[src/design/icache_pkg.sv]
package icache_pkg;

    localparam int ADDR_W         = 32;
    localparam int NUM_SETS       = 128;
    localparam int INDEX_W        = 7;
    localparam int TAG_W          = 20;
    localparam int WORDS_PER_LINE = 8;
    localparam int LINE_W         = 256;

    // field view of a fetch address
    typedef struct packed {
        logic [TAG_W-1:0]                  tag;
        logic [INDEX_W-1:0]                index;
        logic [$clog2(WORDS_PER_LINE)-1:0] word_sel;
        logic [1:0]                        offset;
    } addr_fields_t;

    typedef union packed {
        logic [ADDR_W-1:0] raw;
        addr_fields_t      f;
    } fetch_addr_u;

    // slot a is the pc, slot b the next word
    typedef struct packed {
        fetch_addr_u a;
        fetch_addr_u b;
    } fetch_pair_t;

    typedef struct packed {
        logic        valid;
        fetch_pair_t pair;
    } lookup_req_t;

    // hit bit [0] is way 0, [1] is way 1
    typedef struct packed {
        logic [1:0]        hit_a;
        logic [1:0]        hit_b;
        logic [ADDR_W-1:0] data_a;
        logic [ADDR_W-1:0] data_b;
    } way_hit_t;

    typedef struct packed {
        logic              we;
        logic              way;
        logic              we_a;
        logic              we_b;
        logic [LINE_W-1:0] line;
    } refill_wr_t;

    typedef struct packed {
        logic              req;
        logic [ADDR_W-1:0] addr;
    } mem_req_t;

    typedef enum logic [4:0] {
        state_idle    = 5'b00001,
        state_fill_a  = 5'b00010,
        state_fill_b  = 5'b00100,
        state_deliver = 5'b01000
    } refill_state_e;

endpackage

[src/design/fetch_request.sv]
module fetch_request (
    input  logic                               clk,
    input  logic                               reset,
    input  logic                               fetch_valid_i,
    input  icache_pkg::fetch_addr_u            pc_i,
    input  logic                               flush_i,
    input  logic                               hold_i,
    output icache_pkg::lookup_req_t            lookup_o,
    output logic [icache_pkg::INDEX_W-1:0]     rd_index_a_o,
    output logic [icache_pkg::INDEX_W-1:0]     rd_index_b_o
);

    icache_pkg::fetch_pair_t new_pair;
    icache_pkg::lookup_req_t lookup_q;
    logic                    accept;

    // second word always requested
    always_comb begin
        new_pair.a     = pc_i;
        new_pair.b.raw = pc_i.raw + 32'd4;
    end

    assign accept = fetch_valid_i && !hold_i;

    always_ff @(posedge clk) begin
        if (reset || flush_i) begin
            lookup_q.valid <= 1'b0;
        end else if (!hold_i) begin
            lookup_q.valid <= fetch_valid_i;
        end
    end

    always_ff @(posedge clk) begin
        if (accept) begin
            lookup_q.pair <= new_pair;
        end
    end

    assign lookup_o = lookup_q;

    // arrays re-read the pending pair until the miss resolves
    assign rd_index_a_o = hold_i ? lookup_q.pair.a.f.index : new_pair.a.f.index;
    assign rd_index_b_o = hold_i ? lookup_q.pair.b.f.index : new_pair.b.f.index;

    a_lookup_frozen: assert property (
        @(posedge clk) disable iff (reset)
        hold_i && !flush_i |=> $stable(lookup_o)
    ) else $error("lookup request changed while held");

endmodule

[config.mk]
export PLATFORM = sky130hd
export DESIGN_NAME = fetch_request
export DESIGN_NICKNAME = d
export VERILOG_FILES = /design/src/design/icache_pkg.sv /design/src/design/fetch_request.sv
export SDC_FILE = /design/constraint.sdc
export NUM_CORES = 1
export LEC_CHECK = 0
export BUFFER_PORTS_ARGS = -buffer_cell sky130_fd_sc_hd__buf_2
export CORE_MARGIN = 8
export CORE_UTILIZATION = 50
export DETAILED_ROUTE_END_ITERATION = 10
export GPL_ROUTABILITY_DRIVEN = 0
export GPL_TIMING_DRIVEN = 0
export PLACE_DENSITY = 0.83
export RECOVER_POWER = 100
export SLEW_MARGIN = 20
export SYNTH_ARGS = -nofsm -noshare
export SYNTH_HDL_FRONTEND = slang
export SYNTH_SLANG_ARGS = --single-unit
[constraint.sdc]
create_clock -name clk -period 8.7 [get_ports clk]
set_input_delay 0.435 -clock clk [delete_from_list [all_inputs] [get_ports clk]]
set_output_delay 0.435 -clock clk [all_outputs]
set_load 0.05 [all_outputs]
# Word level (Yosys, flattened, before mapping)
# Index checks and enable logic that the tools add are counted.
[totals] ff_bits=65 wordCells=9 in_bits=37
[classes] addsub=1 muxes=2 reduce_logical=3
[op_table] cell="32-bit by 3-bit adder with 32-bit output (second input constant)" count=1
[op_table] cell="7-bit 2-to-1 mux" count=2
[op_table] cell="1-bit logical AND" count=1
[op_table] cell="1-bit logical NOT" count=1
[op_table] cell="1-bit logical OR" count=1

# Logic depth before layout (Yosys ltp)
[logic_depth] depth_word=2 depth_mapped=6

# Worst setup path before layout
# OpenSTA, ideal clock, no wires.
[synth_path] kind="input port to flip-flop" start="in hold_i" end="reg lookup_q, in the netlist lookup_o[10], enable pin" slack_ns=4.794 arrival_time_ns=3.416 n_path_buf=1 cell_stages=2 setup_time_ns=0.490 cell_sequence="clkbuf_1 > nor2b_1"
[synth_between] elab_chain_cells=2
[synth_lines] item="from (decl)" line_no="fetch_request.sv:7" rtl="input logic hold_i,"
[synth_lines] item="1-bit logical NOT"
[synth_lines] item="1-bit logical AND" line_no="fetch_request.sv:23" rtl="assign accept = fetch_valid_i && !hold_i;"
[synth_lines] item="named net accept" line_no="fetch_request.sv:15" rtl="logic accept;"
[synth_lines] item="to (decl)" line_no="fetch_request.sv:14" rtl="icache_pkg::lookup_req_t lookup_q;"
# The timed path passes the listed nets, and every way through them passes these cells.
# A chain may end at the register's enable or synchronous reset.

# Final worst setup path
[layout_path] start="in hold_i" end="reg lookup_q, in the netlist lookup_o[56], enable pin"
# The elaborated chain is that of the path after synthesis.

==> results.cfg <==
[status]
outcome = complete, no violations

[critical_path]
arrival_ps = 2940
r2r_setup_slack_ps = 8060
critPathCaptureType = flip-flop
r2r_end = lookup_o[64]
crit_type = in -> reg
reg2reg_from = lookup_o[64]
critical_path.endpoint = lookup_o[56]
worst_ep_required_time_ps = 8620
startpoint = hold_i
startpoint_type = primary input
ff2ff_path_depth = 2
crit_fanout = 27

[power]
combPwrFrac_pct = 21.3
p_int_mw = 0.481
swShare_pct = 32.3
p_sw_mw = 0.229
vdd_drop_max_uv = 100
p_per_area_nw_per_um2 = 215
power_mw = 0.710
seqPwrFrac_pct = 51.2
power_frac_clock_pct = 27.5
power.leakage_nw = 1.09

[cells_and_area]
largest_reg_flops = 63
area_growth_pct = 22.8
drive_above_1_share_pct = 9.90
n_antenna_cell = 0
nets = 337
fin_cells = 373

[timing]
timing.fmax_ghz = 0.332
skew_ps = 0
rsz0062_at_grt = false
slew_violations = 0
min_period_ps = 3010
fin_setup_tns_ps = 0
tightest_slew_ps = 1430
final-hold-violation-count = 0
setup_viol = 0
min_period_over_period_pct = 34.6
maxSlewHeadroom_pct = 4.51

[synth]
ys_async_sr_fraction_pct = 0
synth-warning-count = 0
synth_nets = 210
ys_ff_latch = 63
synth_cells = 172
synth_cell_types = 26
yosysSeqAreaShare_pct = 70.1
synth_edf_count = 62
syn_area_um2 = 2690
synthFlopType = edfxtp_1
synth.avg_cell_area_um2 = 15.6

[global_routing]
antenna_found_initial = 0
grt_use_total_pct = 15.6
grt_overflow = 0
grt_max_degree = 28
grt_pass1_wl_mm = 9.23
grt_pass1_vias = 1852

[die]
die_area_um2 = 7970
die_x_um = 89.3
die_h_um = 89.3
initial_core_util_pct = 52.3
rows = 26
coreArea_um2 = 5140
pin_count = 116

[routing]
dr.first_iter.drc_count = 104
viasPerCell = 4.88
antenna_left = 0
first_pass_iters = 4
wirelength_mm = 6.16
vias = 1820
wl_per_cell_um = 16.5
drc_errors = 0

[clock_tree]
cts_buffer_depth = 2
cts.sinks = 63
root_buffer = clkbuf_8
post_cts_buffers = 0
clk_pin_slew_ps = 60
insertion_delay_ps = 320
cts_tree = built
cts_htree_levels = 3
cts_made_buffers = 9
post_cts_resize_count = 0
holdBufCountCts = 0

[place]
dp_hpwl_mm = 4.74
port_buffers = 114
placed_cells = 358

[min_path]
worstHoldPathType = in -> reg

[job]
drv_cap = 0
## power by group through the flow
stage	Combinational (mW)	Sequential [mW]	Clock [mW]
6_report	0.152	0.364	0.195
5_1_grt	0.159	0.366	0.214
4_1_cts	0.166	0.363	0.201
3_5_place_dp	0.166	0.369	0
3_3_place_gp	0.161	0.369	0
2_1_floorplan	0.0462	0.441	0
## kinds of logic after synthesis
family / after synthesis / synth area share [%]
compound gates: 2 / 0.372
xor+xnor: 28 / 9.13
fa+ha+maj: 1 / 0.466
buf+inv: 11 / 2.10
flops: 63 / 70.1
mux: 13 / 5.45
simple gates: 54 / 12.4
## worst max-delay path: stages
cell and delay [ps]:
clkbuf_1 230, nor2b_1 1140, clkbuf_1 1110
## final cells by class
| type | instances | area (um^2) |
|---|---|---|
| clock buffers | 12 | 135 |
| multi-input cells | 98 | 692 |
| well taps | 70 | 87.6 |
| repair buffers | 116 | 443 |
| fillers | 474 | 1840 |
| inverters | 5 | 18.8 |
| plain buffers | 6 | 30.0 |
| clock inverters | 3 | 11.3 |
| flip-flops and latches | 63 | 1880 |
## per-stage QoR
step | utilization (%) | instance area, um^2 | setup slack, ps | hold WS (ps)
6_report | 64.2 | 3300 | 5690 | 266
5_1_grt | 64.2 | 3300 | 5420 | 254
4_1_cts | 69.0 | 3550 | 6340 | 251
3_5_place_dp | 66.1 | 3400 | 6360 | 505
3_3_place_gp | 65.1 | 3340 | 3670 | 501
2_1_floorplan | - | 2690 | 4790 | 512
## worst min-delay path by stage
| stage | from | end | slack, ps | depth (start not counted) |
|---|---|---|---|---|
| 2_1_floorplan | reset | lookup_o[64] | 510 | 1 |
| 3_3_place_gp | lookup_o[64] | lookup_o[64] | 500 | 2 |
| 3_5_place_dp | lookup_o[64] | lookup_o[64] | 500 | 2 |
| 4_1_cts | flush_i | lookup_o[64] | 250 | 2 |
| 5_1_grt | flush_i | lookup_o[64] | 250 | 2 |
| 6_report | flush_i | lookup_o[64] | 270 | 2 |
## synthesized netlist by cell type, types with 3 or more instances
cell | count | area [um^2]
nand4_1 | 4 | 25.0
nand3_1 | 6 | 30.0
mux2_2 | 13 | 146
and4_1 | 3 | 26.3
nand2_1 | 13 | 48.8
nor3_1 | 8 | 40.0
inv_1 | 5 | 18.8
xor2_1 | 17 | 149
nor4_2 | 6 | 75.1
nor2_1 | 8 | 30.0
xnor2_1 | 11 | 96.3
edfxtp_1 | 62 | 1860
## placed cells by master, fill, tap and decap left out, types with 6 or more instances in the layout
cell type	count
mux2_2	13
nor2_1	8
nor4_1	6
buf_2	6
xnor2_1	11
clkbuf_1	117
nand3_1	6
edfxtp_1	62
clkbuf_8	9
nor3_1	8
xor2_1	17
nand2_1	13
## per-layer routing
layer | track usage [%] | part of all wire [%] | routed length (um)
met5 | 0 | 0 | 0
met2 | 26.0 | 47 | 2930
met3 | 5.79 | 12 | 715
met1 | 17.1 | 40 | 2440
met4 | 8.16 | 1.3 | 80
(Power assumes the default switching activity.)
