--- src/design/icache_pkg.sv ---
package icache_pkg;

    localparam int ADDR_W         = 32;
    localparam int NUM_SETS       = 128;
    localparam int INDEX_W        = 7;
    localparam int TAG_W          = 20;
    localparam int WORDS_PER_LINE = 8;
    localparam int LINE_W         = 256;

    // field view of a fetch address
    typedef struct packed {
        logic [TAG_W-1:0]                  tag;
        logic [INDEX_W-1:0]                index;
        logic [$clog2(WORDS_PER_LINE)-1:0] word_sel;
        logic [1:0]                        offset;
    } addr_fields_t;

    typedef union packed {
        logic [ADDR_W-1:0] raw;
        addr_fields_t      f;
    } fetch_addr_u;

    // slot a is the pc, slot b the next word
    typedef struct packed {
        fetch_addr_u a;
        fetch_addr_u b;
    } fetch_pair_t;

    typedef struct packed {
        logic        valid;
        fetch_pair_t pair;
    } lookup_req_t;

    // hit bit [0] is way 0, [1] is way 1
    typedef struct packed {
        logic [1:0]        hit_a;
        logic [1:0]        hit_b;
        logic [ADDR_W-1:0] data_a;
        logic [ADDR_W-1:0] data_b;
    } way_hit_t;

    typedef struct packed {
        logic              we;
        logic              way;
        logic              we_a;
        logic              we_b;
        logic [LINE_W-1:0] line;
    } refill_wr_t;

    typedef struct packed {
        logic              req;
        logic [ADDR_W-1:0] addr;
    } mem_req_t;

    typedef enum logic [4:0] {
        state_idle    = 5'b00001,
        state_fill_a  = 5'b00010,
        state_fill_b  = 5'b00100,
        state_deliver = 5'b01000
    } refill_state_e;

endpackage

--- src/design/refill_ctrl.sv ---
module refill_ctrl (
    input  logic                                   clk,
    input  logic                                   reset,
    input  logic                                   flush_i,
    input  icache_pkg::lookup_req_t                lookup_i,
    input  icache_pkg::way_hit_t                   hit_i,
    input  logic                                   mem_ret_valid_i,
    input  logic [icache_pkg::LINE_W-1:0]          mem_ret_data_i,
    output icache_pkg::mem_req_t                   mem_req_o,
    output icache_pkg::refill_wr_t                 wr_o,
    output logic                                   hold_o,
    output logic                                   stall_o,
    output logic                                   inst_valid_o,
    output logic [1:0][icache_pkg::ADDR_W-1:0]     inst_o,
    output logic [1:0][icache_pkg::ADDR_W-1:0]     inst_pc_o
);

    icache_pkg::refill_state_e        state_q;
    icache_pkg::refill_state_e        state_d;
    icache_pkg::fetch_addr_u          fill_addr;
    icache_pkg::fetch_addr_u          line_addr;
    logic [icache_pkg::NUM_SETS-1:0]  lru_q;
    logic [icache_pkg::INDEX_W-1:0]   fill_index;
    logic                             hit_a;
    logic                             hit_b;
    logic                             same_line;
    logic                             filling;
    logic                             drop_q;
    logic                             ret_ok;
    logic                             victim;
    logic                             deliver_now;

    assign hit_a     = |hit_i.hit_a;
    assign hit_b     = |hit_i.hit_b;
    assign same_line = (lookup_i.pair.a.f.tag == lookup_i.pair.b.f.tag) &&
                       (lookup_i.pair.a.f.index == lookup_i.pair.b.f.index);
    assign filling   = (state_q == icache_pkg::state_fill_a) ||
                       (state_q == icache_pkg::state_fill_b);

    // a return owed to a flushed fetch is swallowed
    always_ff @(posedge clk) begin
        if (reset || mem_ret_valid_i) begin
            drop_q <= 1'b0;
        end else if (flush_i && mem_req_o.req) begin
            drop_q <= 1'b1;
        end
    end

    assign ret_ok = mem_ret_valid_i && !drop_q && !flush_i;

    always_comb begin
        state_d = state_q;
        case (state_q)
            icache_pkg::state_idle: begin
                if (lookup_i.valid && !hit_a) begin
                    state_d = icache_pkg::state_fill_a;
                end else if (lookup_i.valid && !hit_b) begin
                    state_d = icache_pkg::state_fill_b;
                end
            end
            icache_pkg::state_fill_a: begin
                if (ret_ok) begin
                    state_d = (hit_b || same_line) ? icache_pkg::state_deliver
                                                   : icache_pkg::state_fill_b;
                end
            end
            icache_pkg::state_fill_b: begin
                if (ret_ok) begin
                    state_d = icache_pkg::state_deliver;
                end
            end
            // one cycle for the arrays to re-read the new line
            icache_pkg::state_deliver: state_d = icache_pkg::state_idle;
            default: state_d = icache_pkg::state_idle;
        endcase
        if (flush_i) begin
            state_d = icache_pkg::state_idle;
        end
    end

    always_ff @(posedge clk) begin
        if (reset) begin
            state_q <= icache_pkg::state_idle;
        end else begin
            state_q <= state_d;
        end
    end

    assign stall_o = (state_q != icache_pkg::state_idle) ||
                     (lookup_i.valid && !(hit_a && hit_b));
    assign hold_o  = stall_o;

    always_comb begin
        fill_addr = (state_q == icache_pkg::state_fill_b) ? lookup_i.pair.b : lookup_i.pair.a;
        line_addr = fill_addr;
        line_addr.f.word_sel = '0;
        line_addr.f.offset   = '0;
    end

    assign fill_index = fill_addr.f.index;
    assign victim     = lru_q[fill_index];

    assign mem_req_o.req  = filling && !drop_q;
    assign mem_req_o.addr = line_addr.raw;

    always_comb begin
        wr_o.we   = ret_ok && filling;
        wr_o.way  = victim;
        wr_o.we_a = state_q == icache_pkg::state_fill_a;
        wr_o.we_b = (state_q == icache_pkg::state_fill_b) ||
                    ((state_q == icache_pkg::state_fill_a) && same_line);
        wr_o.line = mem_ret_data_i;
    end

    // bit names the next victim
    always_ff @(posedge clk) begin
        if (reset) begin
            lru_q <= '0;
        end else begin
            if ((state_q == icache_pkg::state_idle) && lookup_i.valid) begin
                if (hit_a) begin
                    lru_q[lookup_i.pair.a.f.index] <= hit_i.hit_a[0];
                end
                if (hit_b) begin
                    lru_q[lookup_i.pair.b.f.index] <= hit_i.hit_b[0];
                end
            end
            if (wr_o.we) begin
                lru_q[fill_index] <= ~victim;
            end
        end
    end

    assign deliver_now = (state_q == icache_pkg::state_idle) && lookup_i.valid &&
                         hit_a && hit_b;

    always_ff @(posedge clk) begin
        if (reset || flush_i) begin
            inst_valid_o <= 1'b0;
        end else begin
            inst_valid_o <= deliver_now;
        end
    end

    always_ff @(posedge clk) begin
        if (deliver_now) begin
            inst_o[0]    <= hit_i.data_a;
            inst_o[1]    <= hit_i.data_b;
            inst_pc_o[0] <= lookup_i.pair.a.raw;
            inst_pc_o[1] <= lookup_i.pair.b.raw;
        end
    end

    a_state_onehot: assert property (
        @(posedge clk) disable iff (reset)
        $onehot(state_q)
    ) else $error("refill state not one-hot");

    a_req_addr_stable: assert property (
        @(posedge clk) disable iff (reset)
        mem_req_o.req && !mem_ret_valid_i && !flush_i |=> $stable(mem_req_o.addr)
    ) else $error("memory request address changed before return");

endmodule

--- config.mk ---
export PLATFORM = sky130hd
export DESIGN_NAME = refill_ctrl
export DESIGN_NICKNAME = d
export VERILOG_FILES = /design/src/design/icache_pkg.sv /design/src/design/refill_ctrl.sv
export SDC_FILE = /design/constraint.sdc
export NUM_CORES = 1
export LEC_CHECK = 0
export BUFFER_PORTS_ARGS = -buffer_cell sky130_fd_sc_hd__buf_4
export CORE_AREA = 2 2 315 317
export CTS_BUF_LIST = sky130_fd_sc_hd__clkbuf_4 sky130_fd_sc_hd__clkbuf_8
export DETAILED_ROUTE_END_ITERATION = 8
export DIE_AREA = 0 0 317 319
export SYNTH_ARGS = -nofsm -noshare
export SYNTH_HDL_FRONTEND = slang
export SYNTH_SLANG_ARGS = --single-unit
--- constraint.sdc ---
create_clock -name clk -period 23.6 [get_ports clk]
set_input_delay 2.36 -clock clk [delete_from_list [all_inputs] [get_ports clk]]
set_output_delay 2.36 -clock clk [all_outputs]
set_load 0.1 [all_outputs]
* Yosys cells after proc, flatten, opt, wreduce, memory -nomap -nowiden *
Index checks and enable logic that the tools add are counted.

storage, ports and cells
  word-level logic and storage cells = 81
  bits of input ports = 393
  register bits after elaboration = 263
  output and inout bits = 424

cells by class
  eq/ne operators = 9
  bitwise gates (word level) = 1
  reduce and logical (&&, ||, !) cells = 32
  mux-type cells = 25
  $lt $le $gt $ge = 6

operators with widths
  cell                                                                number
  two-way mux 128 bit                                                 7
  bitwise mux 128 bit                                                 3
  two-way mux 32 bit                                                  1
  less-than comparator 7 x 8 -> 1 bit (second input constant)         3
  demux 1 bit (select 7 bit)                                          3
  greater-or-equal comparator 7 x 1 -> 1 bit (second input constant)  3
  == test 20 bit                                                      1
  two-way mux 5 bit                                                   4
  logical AND 1 bit                                                   17
  case mux 5 bit (3 select lines)                                     1
  binary-select mux 1 bit (select 7 bit)                              1
  == test 7 bit                                                       1
  logical OR 1 bit                                                    6
  OR reduction 2 bit                                                  3
  == test 5 x 1 -> 1 bit (second input constant)                      1
  == test 5 x 2 -> 1 bit (second input constant)                      1
  == test 5 x 3 -> 1 bit (second input constant)                      1
  logical NOT 1 bit                                                   5
  != test 5 x 1 -> 1 bit (second input constant)                      1
  two-way mux 1 bit                                                   4
  two-way mux 4 bit                                                   1
  != test 3 bit (second input constant)                               1
  AND reduction 3 bit                                                 1
  != test 2 x 1 -> 1 bit (second input constant)                      1
  2 further kinds                                                     2

* Depth between registers and ports, before layout *
Gate-level depths: netlist (run 1).

  word-level depth = 14
  mapped depth = 13
  mapped depth without buffers = 10

* Least setup slack after synthesis (run 1) *
OpenSTA, ideal clock, no wires.

  path kind = input port to flip-flop
  start point = in lookup_i[64] in the netlist's numbering
  end point = reg inst_valid_o
  library setup time = 0.116 ns
  cell stages on the path = 5
  path buffers = 2
  slack = 11.273 ns
  required time = 23.484 ns
  arrival = 12.211 ns
  cell sequence = nand2_1 -> clkbuf_1 -> clkbuf_1 -> nor3_1 -> and2_1

on the way
  word-level cells in the longest chain between the ends = 3

ends and longest elaborated chain
  item                            RTL line            text
  start, declared                 refill_ctrl.sv:5    input icache_pkg::lookup_req_t lookup_i,
  logical AND 1 bit (2 in a row)  refill_ctrl.sv:134  assign deliver_now = (state_q == icache_pkg::state_idle) && lookup_i.valid &&
  logical AND 1 bit               refill_ctrl.sv:135  hit_a && hit_b;
  named net deliver_now           refill_ctrl.sv:31   logic deliver_now;
  end signal, assigned            refill_ctrl.sv:141  inst_valid_o <= deliver_now;
  end, declared                   refill_ctrl.sv:13   output logic inst_valid_o,

The timed path passes the listed nets, and every way through them passes these cells.
A chain may end at the register's enable or synchronous reset.

==> results.txt, run 1 <==
Num Clock Sinks = 262
DR DRC count = 0
yosys warns = 0
Placed Area = 19200 um2
unrepaired setup endpoints after global routing = no
Max H-tree Level = 2
Seq pwr share = 0.407
final WL = 81500 um
final net count = 2376
Die Ht = 319 um
kind of critical path = input pin to primary output
filler instances = 10800
clock share of power = 0.346
Setup violations, final = 0
CTS Hold Bufs = 0
worst path required time = 21.24 ns
Avg WL per Cell = 24.7 um
Fmax = 0.116 GHz
proportion of layout cells with a drive suffix above 1 = 0.222
Lkg Pwr = 0.00654 uW
worst hold path type = flop to flop
DIE AREA = 101000 um2
setup_tns = 0 ns
M1 WL = 28500 um
post-synth cell types = 53
metal3 WL = 9960 um
HPWL after DPL = 56800 um
post-CTS sizing = 0
vias per cell = 5.07
Routed Antenna Nets = 0
worst r2r src = state_q[2]$_SDFFE_PP0P_
Area Growth Syn to Fin = 13.5%
final period utilization = 0.365
first-pass GRT wire length = 113000 um
post-synthesis async set-or-reset flop share = 0
global route overflow = 0
Worst setup SP type = input pin
initial antenna violation count = 3
Vias = 16800
Seq cells post-synth = 262
Switching Power = 465 uW
max-cap violations = 0
status = completed
Slew Limit Fails = 0
CTS root buf = clkbuf_8
port bufs = 299
hold_ws = 0.541 ns
CP Max Fanout = 57
Worst Setup Slack, final = 14.98 ns
hold_sp = drop_q$_SDFFE_PP0P_
initial cell density of the core = 0.181
routability cong. = 0.909
final instance area = 20100 um2
combinational power share = 0.246
pwr/cell area = 61.5 nW/um2
Worst Tran Pin Value = 1.26 ns
met2 routed WL = 38500 um
CTS buffer count = 45
synthesized instance count = 2032
Worst-Skew Late Latency = 0.66 ns
DR pass1 iterations = 6
setup bufs post-CTS = 0
fin crit period = 8.62 ns
Max Root-Sink Buffers = 3
Top FF cell, synth = dfxtp_1
Post-Route Skew = 0.0539 ns
Final Hold Fails = 0
VDD IR max = 0.0270 mV
All-Layer GR Usage = 0.151
Critical Path AT = 6.26 ns
FP Rows = 115
CTS tree = yes
switching portion of total power = 0.377
P_int = 768 uW
number of global-route vias before repair = 15300
die width = 317 um
worst setup path startpoint = lookup_i[5]
Iter 0 DRT Violations = 1951
Highest Signal Layer = met5
Post-synth EDFFs = 128
max_slew headroom = 0.156
Core Area = 97700 um2
power consumption = 1230 uW
largest net degree at the start of global routing = 94
Seq/Total Area, Yosys = 0.369
Synth Area per Inst = 8.71 um2
DP Worst Slack = 15.12 ns
I/O pins = 817
clock slew at reported path FFs = 0.07 ns
Crit. End Element = primary output
Synth Cell Area = 17700 um2
cell usage after synthesis (21+ instances only):
cell type  instances  share of area
buf_4            264           0.11
nor2_1           231          0.049
nand2_1          189          0.040
dfxtp_1          134           0.15
edfxtp_1         128           0.22
mux2i_1          123          0.070
o21ai_0          120          0.034
clkbuf_1         118          0.025
o311ai_0          99          0.049
a211oi_1          96          0.041
a21oi_1           88          0.025
a221oi_1          70          0.035
o211a_1           38          0.021
nand3_1           36          0.010
a32oi_1           32          0.016
mux2_2            27          0.017
nor3_1            25         0.0071
buf_2             23         0.0065
nand2b_1          21         0.0074
state kept, by name, indices dropped and copies added, names as in the netlist:
| register | flops |
|---|---|
| lru_q | 128 |
| inst_valid_o | 1 |
| inst_o | 64 |
| state_q | 4 |
| inst_pc_o | 64 |
| drop_q | 1 |
worst max-delay path, stage by stage:
cell and delay (ns):
buf_4 0.16, mux2i_4 0.13, buf_4 0.56, inv_2 0.67, mux2i_1 0.27, a32oi_1 0.22, a21oi_1 0.09, nor3_1 0.29
nor4_1 0.13, nor4_4 0.29, buf_4 0.60, buf_4 0.41
layer usage:
metal	up-vias	track usage
met2	1323	0.252
met1	7900	0.171
met3	291	0.0458
met5	-	0.00532
met4	2	0.0817
li1	7250	-
worst paths after layout:
| path | end | slack, ns | depth (start not counted) |
|---|---|---|---|
| max reg2reg | lru_q[30]$_SDFF_PP0_ | 18.64 | 12 |
| min reg2reg | drop_q$_SDFFE_PP0P_ | 0.54 | 2 |
| max | wr_o[258] | 14.98 | 12 |
| min | drop_q$_SDFFE_PP0P_ | 0.54 | 2 |
cells by family (layout without fill, tap and decap cells):
family | after synthesis | after routing | share of synthesized area
compound gates | 591 | 591 | 0.241
simple gates | 566 | 566 | 0.139
buf+inv | 433 | 413 | 0.150
flops | 262 | 262 | 0.369
mux | 152 | 152 | 0.0883
xor+xnor | 27 | 27 | 0.0134
other cells | 1 | 9 | 0.000212
final cells by class:
cell class | count | area (um2) | area share
clock buffers | 58 | 729 | 0.0363
multi-input cells | 1341 | 8580 | 0.428
inverters | 9 | 33.8 | 0.00168
flip-flops and latches | 262 | 6530 | 0.325
diodes | 4 | 10.0 | 0.000499
clock inverters | 22 | 148 | 0.00736
well taps | 1287 | 1610 | 0.0802
repair buffers | 324 | 2430 | 0.121
per-stage QoR:
step | instances | utilization
floorplan | 2036 | -
global placement | 3223 | 0.196
finish | 3307 | 0.205
CTS | 3303 | 0.205
detailed placement | 3223 | 0.196
global route | 3306 | 0.205
layout by cell type (no fill, tap or decap), types with 70 or more instances in the layout:
master    Yosys  layout
o311ai_0     99      99
edfxtp_1    128     128
nand2_1     189     188
a211oi_1     96      96
nor2_1      231     229
o21ai_0     120     120
mux2i_1     123     122
a21oi_1      88      88
a221oi_1     70      70
dfxtp_1     134     134
buf_4       264     324
power groups by stage:
| stage | Combinational, uW | Clock [uW] | Sequential (uW) |
|---|---|---|---|
| after global placement | 301 | 0 | 512 |
| after floorplan | 316 | 0 | 610 |
| after global routing | 313 | 456 | 503 |
| after detailed placement | 301 | 0 | 512 |
| final | 304 | 427 | 502 |
| after CTS | 302 | 438 | 503 |
Note: power is estimated with default switching activity, not from simulation.
==> run 2: changes to the inputs <==
--- a/config.mk
+++ b/config.mk
@@ -6,10 +6,10 @@
 export NUM_CORES = 1
 export LEC_CHECK = 0
 export BUFFER_PORTS_ARGS = -buffer_cell sky130_fd_sc_hd__buf_4
-export CORE_AREA = 2 2 315 317
+export CORE_AREA = 2 2 316 318
 export CTS_BUF_LIST = sky130_fd_sc_hd__clkbuf_4 sky130_fd_sc_hd__clkbuf_8
 export DETAILED_ROUTE_END_ITERATION = 8
-export DIE_AREA = 0 0 317 319
+export DIE_AREA = 0 0 318 320
 export SYNTH_ARGS = -nofsm -noshare
 export SYNTH_HDL_FRONTEND = slang
 export SYNTH_SLANG_ARGS = --single-unit
==> constraint.sdc (replaced) <==
create_clock -name clk -period 7.88 [get_ports clk]
set_input_delay 0.788 -clock clk [delete_from_list [all_inputs] [get_ports clk]]
set_output_delay 0.788 -clock clk [all_outputs]
set_load 0.1 [all_outputs]
==> run 2 against run 1 <==
Critical path type is now flop to primary output. Clock power grew to 3.2 times the previous value. Combinational power rose to 3.0 times the previous value. Register-to-register slack got worse by 16 ns. Highest routed layer unchanged. Sequential share of layout area decreased by 0.23 points. Non-clock buffer count is the same.
==> results.txt, run 2 (synthesized netlist as in run 1, its figures left out) <==
CTS buffer count = 48 (was 45)
Die Ht = 320 um (was 319 um)
Most flops, register = lru_q (unchanged)
largest registers = lru_q x128, inst_o x64, inst_pc_o x64 (unchanged)
die width = 318 um (was 317 um)
max-cap violations = 0 (unchanged)
Crit. End Element = primary output (unchanged)
Num Clock Sinks = 262 (unchanged)
proportion of layout cells with a drive suffix above 1 = 0.226 (was 0.222)
Post-Route Skew = 0.0788 ns (was 0.0539 ns)
Fmax = 0.176 GHz
Worst Tran Pin Value = 1.31 ns (was 1.26 ns)
Lkg Pwr = 0.00662 uW (was 0.00654 uW)
pwr/cell area = 188 nW/um2 (was 61.5 nW/um2)
clock slew at reported path FFs = 0.06 ns (was 0.07 ns)
setup bufs post-CTS = 0 (unchanged)
initial antenna violation count = 3 (unchanged)
VDD IR max = 0.173 mV (was 0.0270 mV)
vias per cell = 5.04 (was 5.07)
CP Max Fanout = 57 (unchanged)
largest net degree at the start of global routing = 129 (was 94)
routability cong. = 0.879 (was 0.909)
kind of critical path = flop to primary output (was input pin to primary output)
Iter 0 DRT Violations = 2235 (was 1951)
final instance area = 20200 um2 (was 20100 um2)
max_slew headroom = 0.121 (was 0.156)
worst r2r src = state_q[2]$_SDFFE_PP0P_ (unchanged)
fin crit period = 5.70 ns
I/O pins = 817 (unchanged)
Setup violations, final = 0 (unchanged)
Worst setup SP type = flop (was input pin)
Slew Limit Fails = 0 (unchanged)
final net count = 2379 (was 2376)
initial cell density of the core = 0.181 (about the same)
status = completed (unchanged)
Worst-Skew Late Latency = 0.69 ns (was 0.66 ns)
final WL = 80200 um (was 81500 um)
Placed Area = 19200 um2 (about the same)
All-Layer GR Usage = 0.149 (was 0.151)
HPWL after DPL = 54500 um (was 56800 um)
CTS root buf = clkbuf_8 (unchanged)
unrepaired setup endpoints after global routing = no (unchanged)
DR pass1 iterations = 5 (was 6)
Routed Antenna Nets = 0 (unchanged)
commonest non-fill, non-tap cell in the layout = buf_4 (unchanged)
Critical Path AT = 4.91 ns (was 6.26 ns)
post-CTS sizing = 0 (unchanged)
Avg WL per Cell = 24.2 um (was 24.7 um)
DIE AREA = 102000 um2 (was 101000 um2)
Max H-tree Level = 2 (unchanged)
Core Area = 98000 um2 (was 97700 um2)
hold_sp = mem_ret_valid_i (was drop_q$_SDFFE_PP0P_)
Vias = 16700 (was 16800)
worst setup path startpoint = state_q[2]$_SDFFE_PP0P_ (was lookup_i[5])
CTS tree = yes (unchanged)
CTS Hold Bufs = 0 (unchanged)
Final Hold Fails = 0 (unchanged)
worst path required time = 7.09 ns (was 21.24 ns)
DR DRC count = 0 (unchanged)
Max Root-Sink Buffers = 3 (unchanged)
number of global-route vias before repair = 15400 (was 15300)
global route overflow = 0 (unchanged)
Area Growth Syn to Fin = 14.3% (was 13.5%)
worst hold path type = input pin to flop (was flop to flop)
Largest register FFs = 128 (unchanged)
most frequent cells in the layout = buf_4 (322), nor2_1 (229), nand2_1 (188) (was buf_4 (324), nor2_1 (229), nand2_1 (188))
first-pass GRT wire length = 113000 um (about the same)
final period utilization = 0.723
port bufs = 299 (unchanged)
setup_tns = 0 ns (unchanged)
FP Rows = 115 (unchanged)
run 2: metal layers:
metal | vias to the layer above | GRT usage | wire, um
met2 | 1278 | 0.254 | 38400
met1 | 7873 | 0.171 | 28900
met5 | - | 0 | 19
met3 | 269 | 0.0491 | 9260
li1 | 7281 | - | -
met4 | 4 | 0.0641 | 3590
run 2: per-stage QoR:
step	cells	util	total power (uW)	worst slack (ns)	hold slack (ns)
after global placement	3223	0.196	2440	2.99	0.519
final	3312	0.206	3800	2.18	0.287
after CTS	3311	0.206	3830	2.29	0.240
after detailed placement	3223	0.196	2440	2.91	0.531
after floorplan	2036	-	2770	0.887	0.495
after global routing	3311	0.206	3910	2.01	0.251
run 2: final cells by class:
class,count,area (um2)
multi-input cells,1341,8590
inverters,9,33.8
well taps,1287,1610
repair buffers,324,2460
fillers,10800,77800
clock inverters,15,91.3
flip-flops and latches,262,6530
diodes,1,2.50
clock buffers,73,905
run 2: final timing paths:
path	cells past startpoint	slack (ns)	endpoint
setup reg to reg	12	2.99	lru_q[111]$_SDFF_PP0_
hold / removal	2	0.29	drop_q$_SDFFE_PP0P_
hold reg to reg	2	0.55	drop_q$_SDFFE_PP0P_
setup / recovery	11	2.18	wr_o[258]
run 2: worst max-delay path, stage by stage (launching register included):
cell,delay (ns)
dfxtp_1,0.41
nor4b_4,0.32
mux2i_4,0.27
buf_4,0.62
inv_2,0.72
mux2i_1,0.38
a32oi_1,0.08
a21oi_1,0.20
nor3_1,0.09
nor4_1,0.71
nor4_4,0.09
buf_4,0.28
run 2: power breakdown:
group	internal (uW)	switching (uW)	leakage (uW)	total (uW)
logic	174	740	0.00381	914
clock network	737	643	0.000528	1380
registers	1490	17.5	0.00228	1500
==> run 3: changes to the inputs <==
--- a/config.mk
+++ b/config.mk
@@ -5,11 +5,12 @@
 export SDC_FILE = /design/constraint.sdc
 export NUM_CORES = 1
 export LEC_CHECK = 0
+export ABC_AREA = 1
 export BUFFER_PORTS_ARGS = -buffer_cell sky130_fd_sc_hd__buf_4
-export CORE_AREA = 2 2 316 318
+export CORE_AREA = 2 2 315 317
 export CTS_BUF_LIST = sky130_fd_sc_hd__clkbuf_4 sky130_fd_sc_hd__clkbuf_8
 export DETAILED_ROUTE_END_ITERATION = 8
-export DIE_AREA = 0 0 318 320
+export DIE_AREA = 0 0 317 319
 export SYNTH_ARGS = -nofsm -noshare
 export SYNTH_HDL_FRONTEND = slang
 export SYNTH_SLANG_ARGS = --single-unit
==> constraint.sdc (replaced) <==
create_clock -name clk -period 5 [get_ports clk]
set_input_delay 0.5 -clock clk [delete_from_list [all_inputs] [get_ports clk]]
set_output_delay 0.5 -clock clk [all_outputs]
set_load 0.1 [all_outputs]
==> run 3 against run 2 <==
Worst setup slack worse by 1.9 ns. Routed wire length up 4.6%. Hold slack worse by 0.25 ns. Via count up 14%. Count of clock-buffer cells in the layout down 4. Synthesized cell count up 24%. Register-to-register slack worse by 2.3 ns. Power up 64%. Sequential cell count unchanged. Largest power group unchanged. Clock power up 68%.
==> results.txt, run 3 <==
vias per cell = 4.95 (was 5.04)
R2R Setup Slk = 0.74 ns (was 2.99 ns)
Highest Signal Layer = met5 (unchanged)
clock share of power = 0.371 (was 0.363)
max_slew headroom = 0.141 (was 0.121)
Post-synth EDFFs = 128 (unchanged)
post-layout util = 0.212 (was 0.206)
largest registers = lru_q x128, inst_o x64, inst_pc_o x64 (unchanged)
VDD IR max = 0.156 mV (was 0.173 mV)
Routed Antenna Nets = 0 (unchanged)
worst r2r src = state_q[1]$_SDFFE_PP0P_ (was state_q[2]$_SDFFE_PP0P_)
Fmax = 0.211 GHz
Area Growth Syn to Fin = 15.2% (was 14.3%)
Top FF cell, synth = dfxtp_1 (unchanged)
Seq/Total Area, Yosys = 0.363 (was 0.369)
multi-input logic area = 8380 um2 (was 8590 um2)
Crit. End Element = primary output (unchanged)
Most flops, register = lru_q (unchanged)
DR DRC count = 0 (unchanged)
CTS buffer count = 46 (was 48)
Seq cells post-synth = 262 (unchanged)
port bufs = 299 (unchanged)
global route overflow = 0 (unchanged)
filler instances = 10900 (was 10800)
first-pass GRT wire length = 118000 um (was 113000 um)
CTS tree = yes (unchanged)
I/O pins = 817 (unchanged)
fin crit period = 4.73 ns
Iter 0 DRT Violations = 2626 (was 2235)
switching portion of total power = 0.375 (was 0.369)
combinational power share = 0.248 (was 0.241)
CTS root buf = clkbuf_8 (unchanged)
Seq pwr share = 0.381 (was 0.396)
Synth Area per Inst = 7.12 um2 (was 8.71 um2)
number of global-route vias before repair = 17200 (was 15400)
die width = 317 um (was 318 um)
most frequent cells in the layout = nand2_1 (605), buf_4 (325), o21ai_0 (256) (was buf_4 (322), nor2_1 (229), nand2_1 (188))
unrepaired setup endpoints after global routing = no (unchanged)
max-cap violations = 0 (unchanged)
Vias = 19000 (was 16700)
metal3 WL = 11400 um (was 9260 um)
clock slew at reported path FFs = 0.08 ns (was 0.06 ns)
Critical Path AT = 4.23 ns (was 4.91 ns)
routability cong. = 0.929 (was 0.879)
post-synthesis async set-or-reset flop share = 0 (unchanged)
Avg WL per Cell = 21.9 um (was 24.2 um)
Num Clock Sinks = 262 (unchanged)
Max H-tree Level = 2 (unchanged)
Worst-Skew Late Latency = 0.71 ns (was 0.69 ns)
Synth Cell Area = 18000 um2 (was 17700 um2)
most common cell in the synthesized netlist = nand2_1 (was buf_4)
largest net degree at the start of global routing = 129 (unchanged)
FP Rows = 115 (unchanged)
P_int = 3900 uW (was 2400 uW)
Max Root-Sink Buffers = 3 (unchanged)
DR pass1 iterations = 6 (was 5)
status = completed (unchanged)
proportion of layout cells with a drive suffix above 1 = 0.171 (was 0.226)
post-CTS sizing = 0 (unchanged)
All-Layer GR Usage = 0.156 (was 0.149)
synthesized instance count = 2528 (was 2032)
Worst Setup EP = wr_o[258] (unchanged)
M1 WL = 28600 um (was 28900 um)
final period utilization = 0.946
initial cell density of the core = 0.184 (was 0.181)
post-synth cell types = 36 (was 53)
CP Max Fanout = 37 (was 57)
HPWL after DPL = 56600 um (was 54500 um)
worst hold stages = 1 (was 2)
synth top area cells = edfxtp_1 (21%), dfxtp_1 (15%), nand2_1 (13%) (was edfxtp_1 (22%), dfxtp_1 (15%), buf_4 (11%))
pwr/cell area = 301 nW/um2 (was 188 nW/um2)
worst path required time = 4.50 ns (was 7.09 ns)
worst hold path type = input pin to flop (unchanged)
setup_tns = 0 ns (unchanged)
commonest non-fill, non-tap cell in the layout = nand2_1 (was buf_4)
final net count = 2899 (was 2379)
Worst setup SP type = flop (unchanged)
worst setup path startpoint = state_q[1]$_SDFFE_PP0P_ (was state_q[2]$_SDFFE_PP0P_)
kind of critical path = flop to primary output (unchanged)
Setup violations, final = 0 (unchanged)
Largest register FFs = 128 (unchanged)
Final Hold Fails = 0 (unchanged)
capturing point of the worst reg2reg path = lru_q[88]$_SDFF_PP0_ (was lru_q[111]$_SDFF_PP0_)
top cells by count, synth = nand2_1 (608), buf_4 (274), o21ai_0 (256), nor2_1 (251), a21oi_1 (166) (was buf_4 (264), nor2_1 (231), nand2_1 (189), dfxtp_1 (134), edfxtp_1 (128))
Yosys top cell area share = 0.214 (was 0.217)
met2 routed WL = 37700 um (was 38400 um)
final WL = 83900 um (was 80200 um)
Register Area = 6530 um2 (unchanged)
Core Area = 97700 um2 (was 98000 um2)
Slew Limit Fails = 0 (unchanged)
Worst Tran Pin Value = 1.28 ns (was 1.31 ns)
initial antenna violation count = 6 (was 3)
Lkg Pwr = 0.00783 uW (was 0.00662 uW)
DIE AREA = 101000 um2 (was 102000 um2)
Die Ht = 319 um (was 320 um)
hold_ws = 0.0360 ns (was 0.287 ns)
yosys warns = 0 (unchanged)
Switching Power = 2340 uW (was 1400 uW)
largest area contributor in the netlist = edfxtp_1 (unchanged)
Post-Route Skew = 0.0805 ns (was 0.0788 ns)
worst r2r path cells = 17 (was 12)
run 3: worst min-delay path by stage:
stage,startpoint,end
2_1_floorplan,drop_q$_SDFFE_PP0P_,drop_q$_SDFFE_PP0P_
3_3_place_gp,drop_q$_SDFFE_PP0P_,drop_q$_SDFFE_PP0P_
3_5_place_dp,drop_q$_SDFFE_PP0P_,drop_q$_SDFFE_PP0P_
4_1_cts,lookup_i[25],inst_pc_o[57]$_DFFE_PP_
5_1_grt,hit_i[18],inst_o[50]$_DFFE_PP_
6_report,lookup_i[25],inst_pc_o[57]$_DFFE_PP_
run 3: power groups by stage:
stage,clock network (uW),registers (uW),logic [uW]
final,2320,2370,1550
after global routing,2440,2380,1600
after CTS,2350,2380,1530
after detailed placement,0,2420,1510
after global placement,0,2420,1510
after floorplan,0,2880,1540
run 3: timing repair:
item	CTS	global route
setup buffers	0	0
hold buffers	19	0
hold endpoints to repair	19	0
run 3: per-layer routing:
layer  vias up  GRT usage
met5         -    0.00725
met4         2      0.107
met3       378     0.0497
met2      1481      0.248
met1      8720      0.176
li1       8390          -
run 3: cells by family after synthesis:
family,Yosys count,share of synthesized area
AO/OA/AOI/OAI,686,0.227
XOR/XNOR,26,0.0127
buffers and inverters,548,0.174
flip-flops,262,0.363
other,1,0.000208
AND/OR/NAND/NOR,1005,0.223
run 3: metrics by stage:
step	instances	instance area (um2)	worst slack [ns]	power, uW
6_report	3834	20700	0.272	6240
5_1_grt	3833	20700	0.0837	6410
4_1_cts	3831	20700	0.348	6250
3_5_place_dp	3726	19500	1.05	3940
3_3_place_gp	3726	19500	1.13	3930
2_1_floorplan	2532	18000	0.0855	4420
run 3: layout make-up:
class                      instances  share of cell area
sequential                       262               0.315
clock buffer                      69              0.0413
clock inverter                    17             0.00839
multi-input combinational       1722               0.405
inverter                         127              0.0231
antenna                            3            0.000362
tap                             1287              0.0777
timing repair buffer             347               0.130
run 3: critical path, cell delays in order (launching register included):
cell	delay (ns)
dfxtp_1	0.42
nor2_4	0.09
nand2_4	0.36
nand2_1	0.12
nand2_2	0.64
buf_4	0.41
nand2_1	0.08
nand3_1	0.09
nand2_1	0.06
nor2_1	0.19
nor2_1	0.07
nor2_1	0.11
nand2_1	0.07
nand2_1	0.06
nand2_1	0.16
nor2_4	0.25
buf_4	0.34
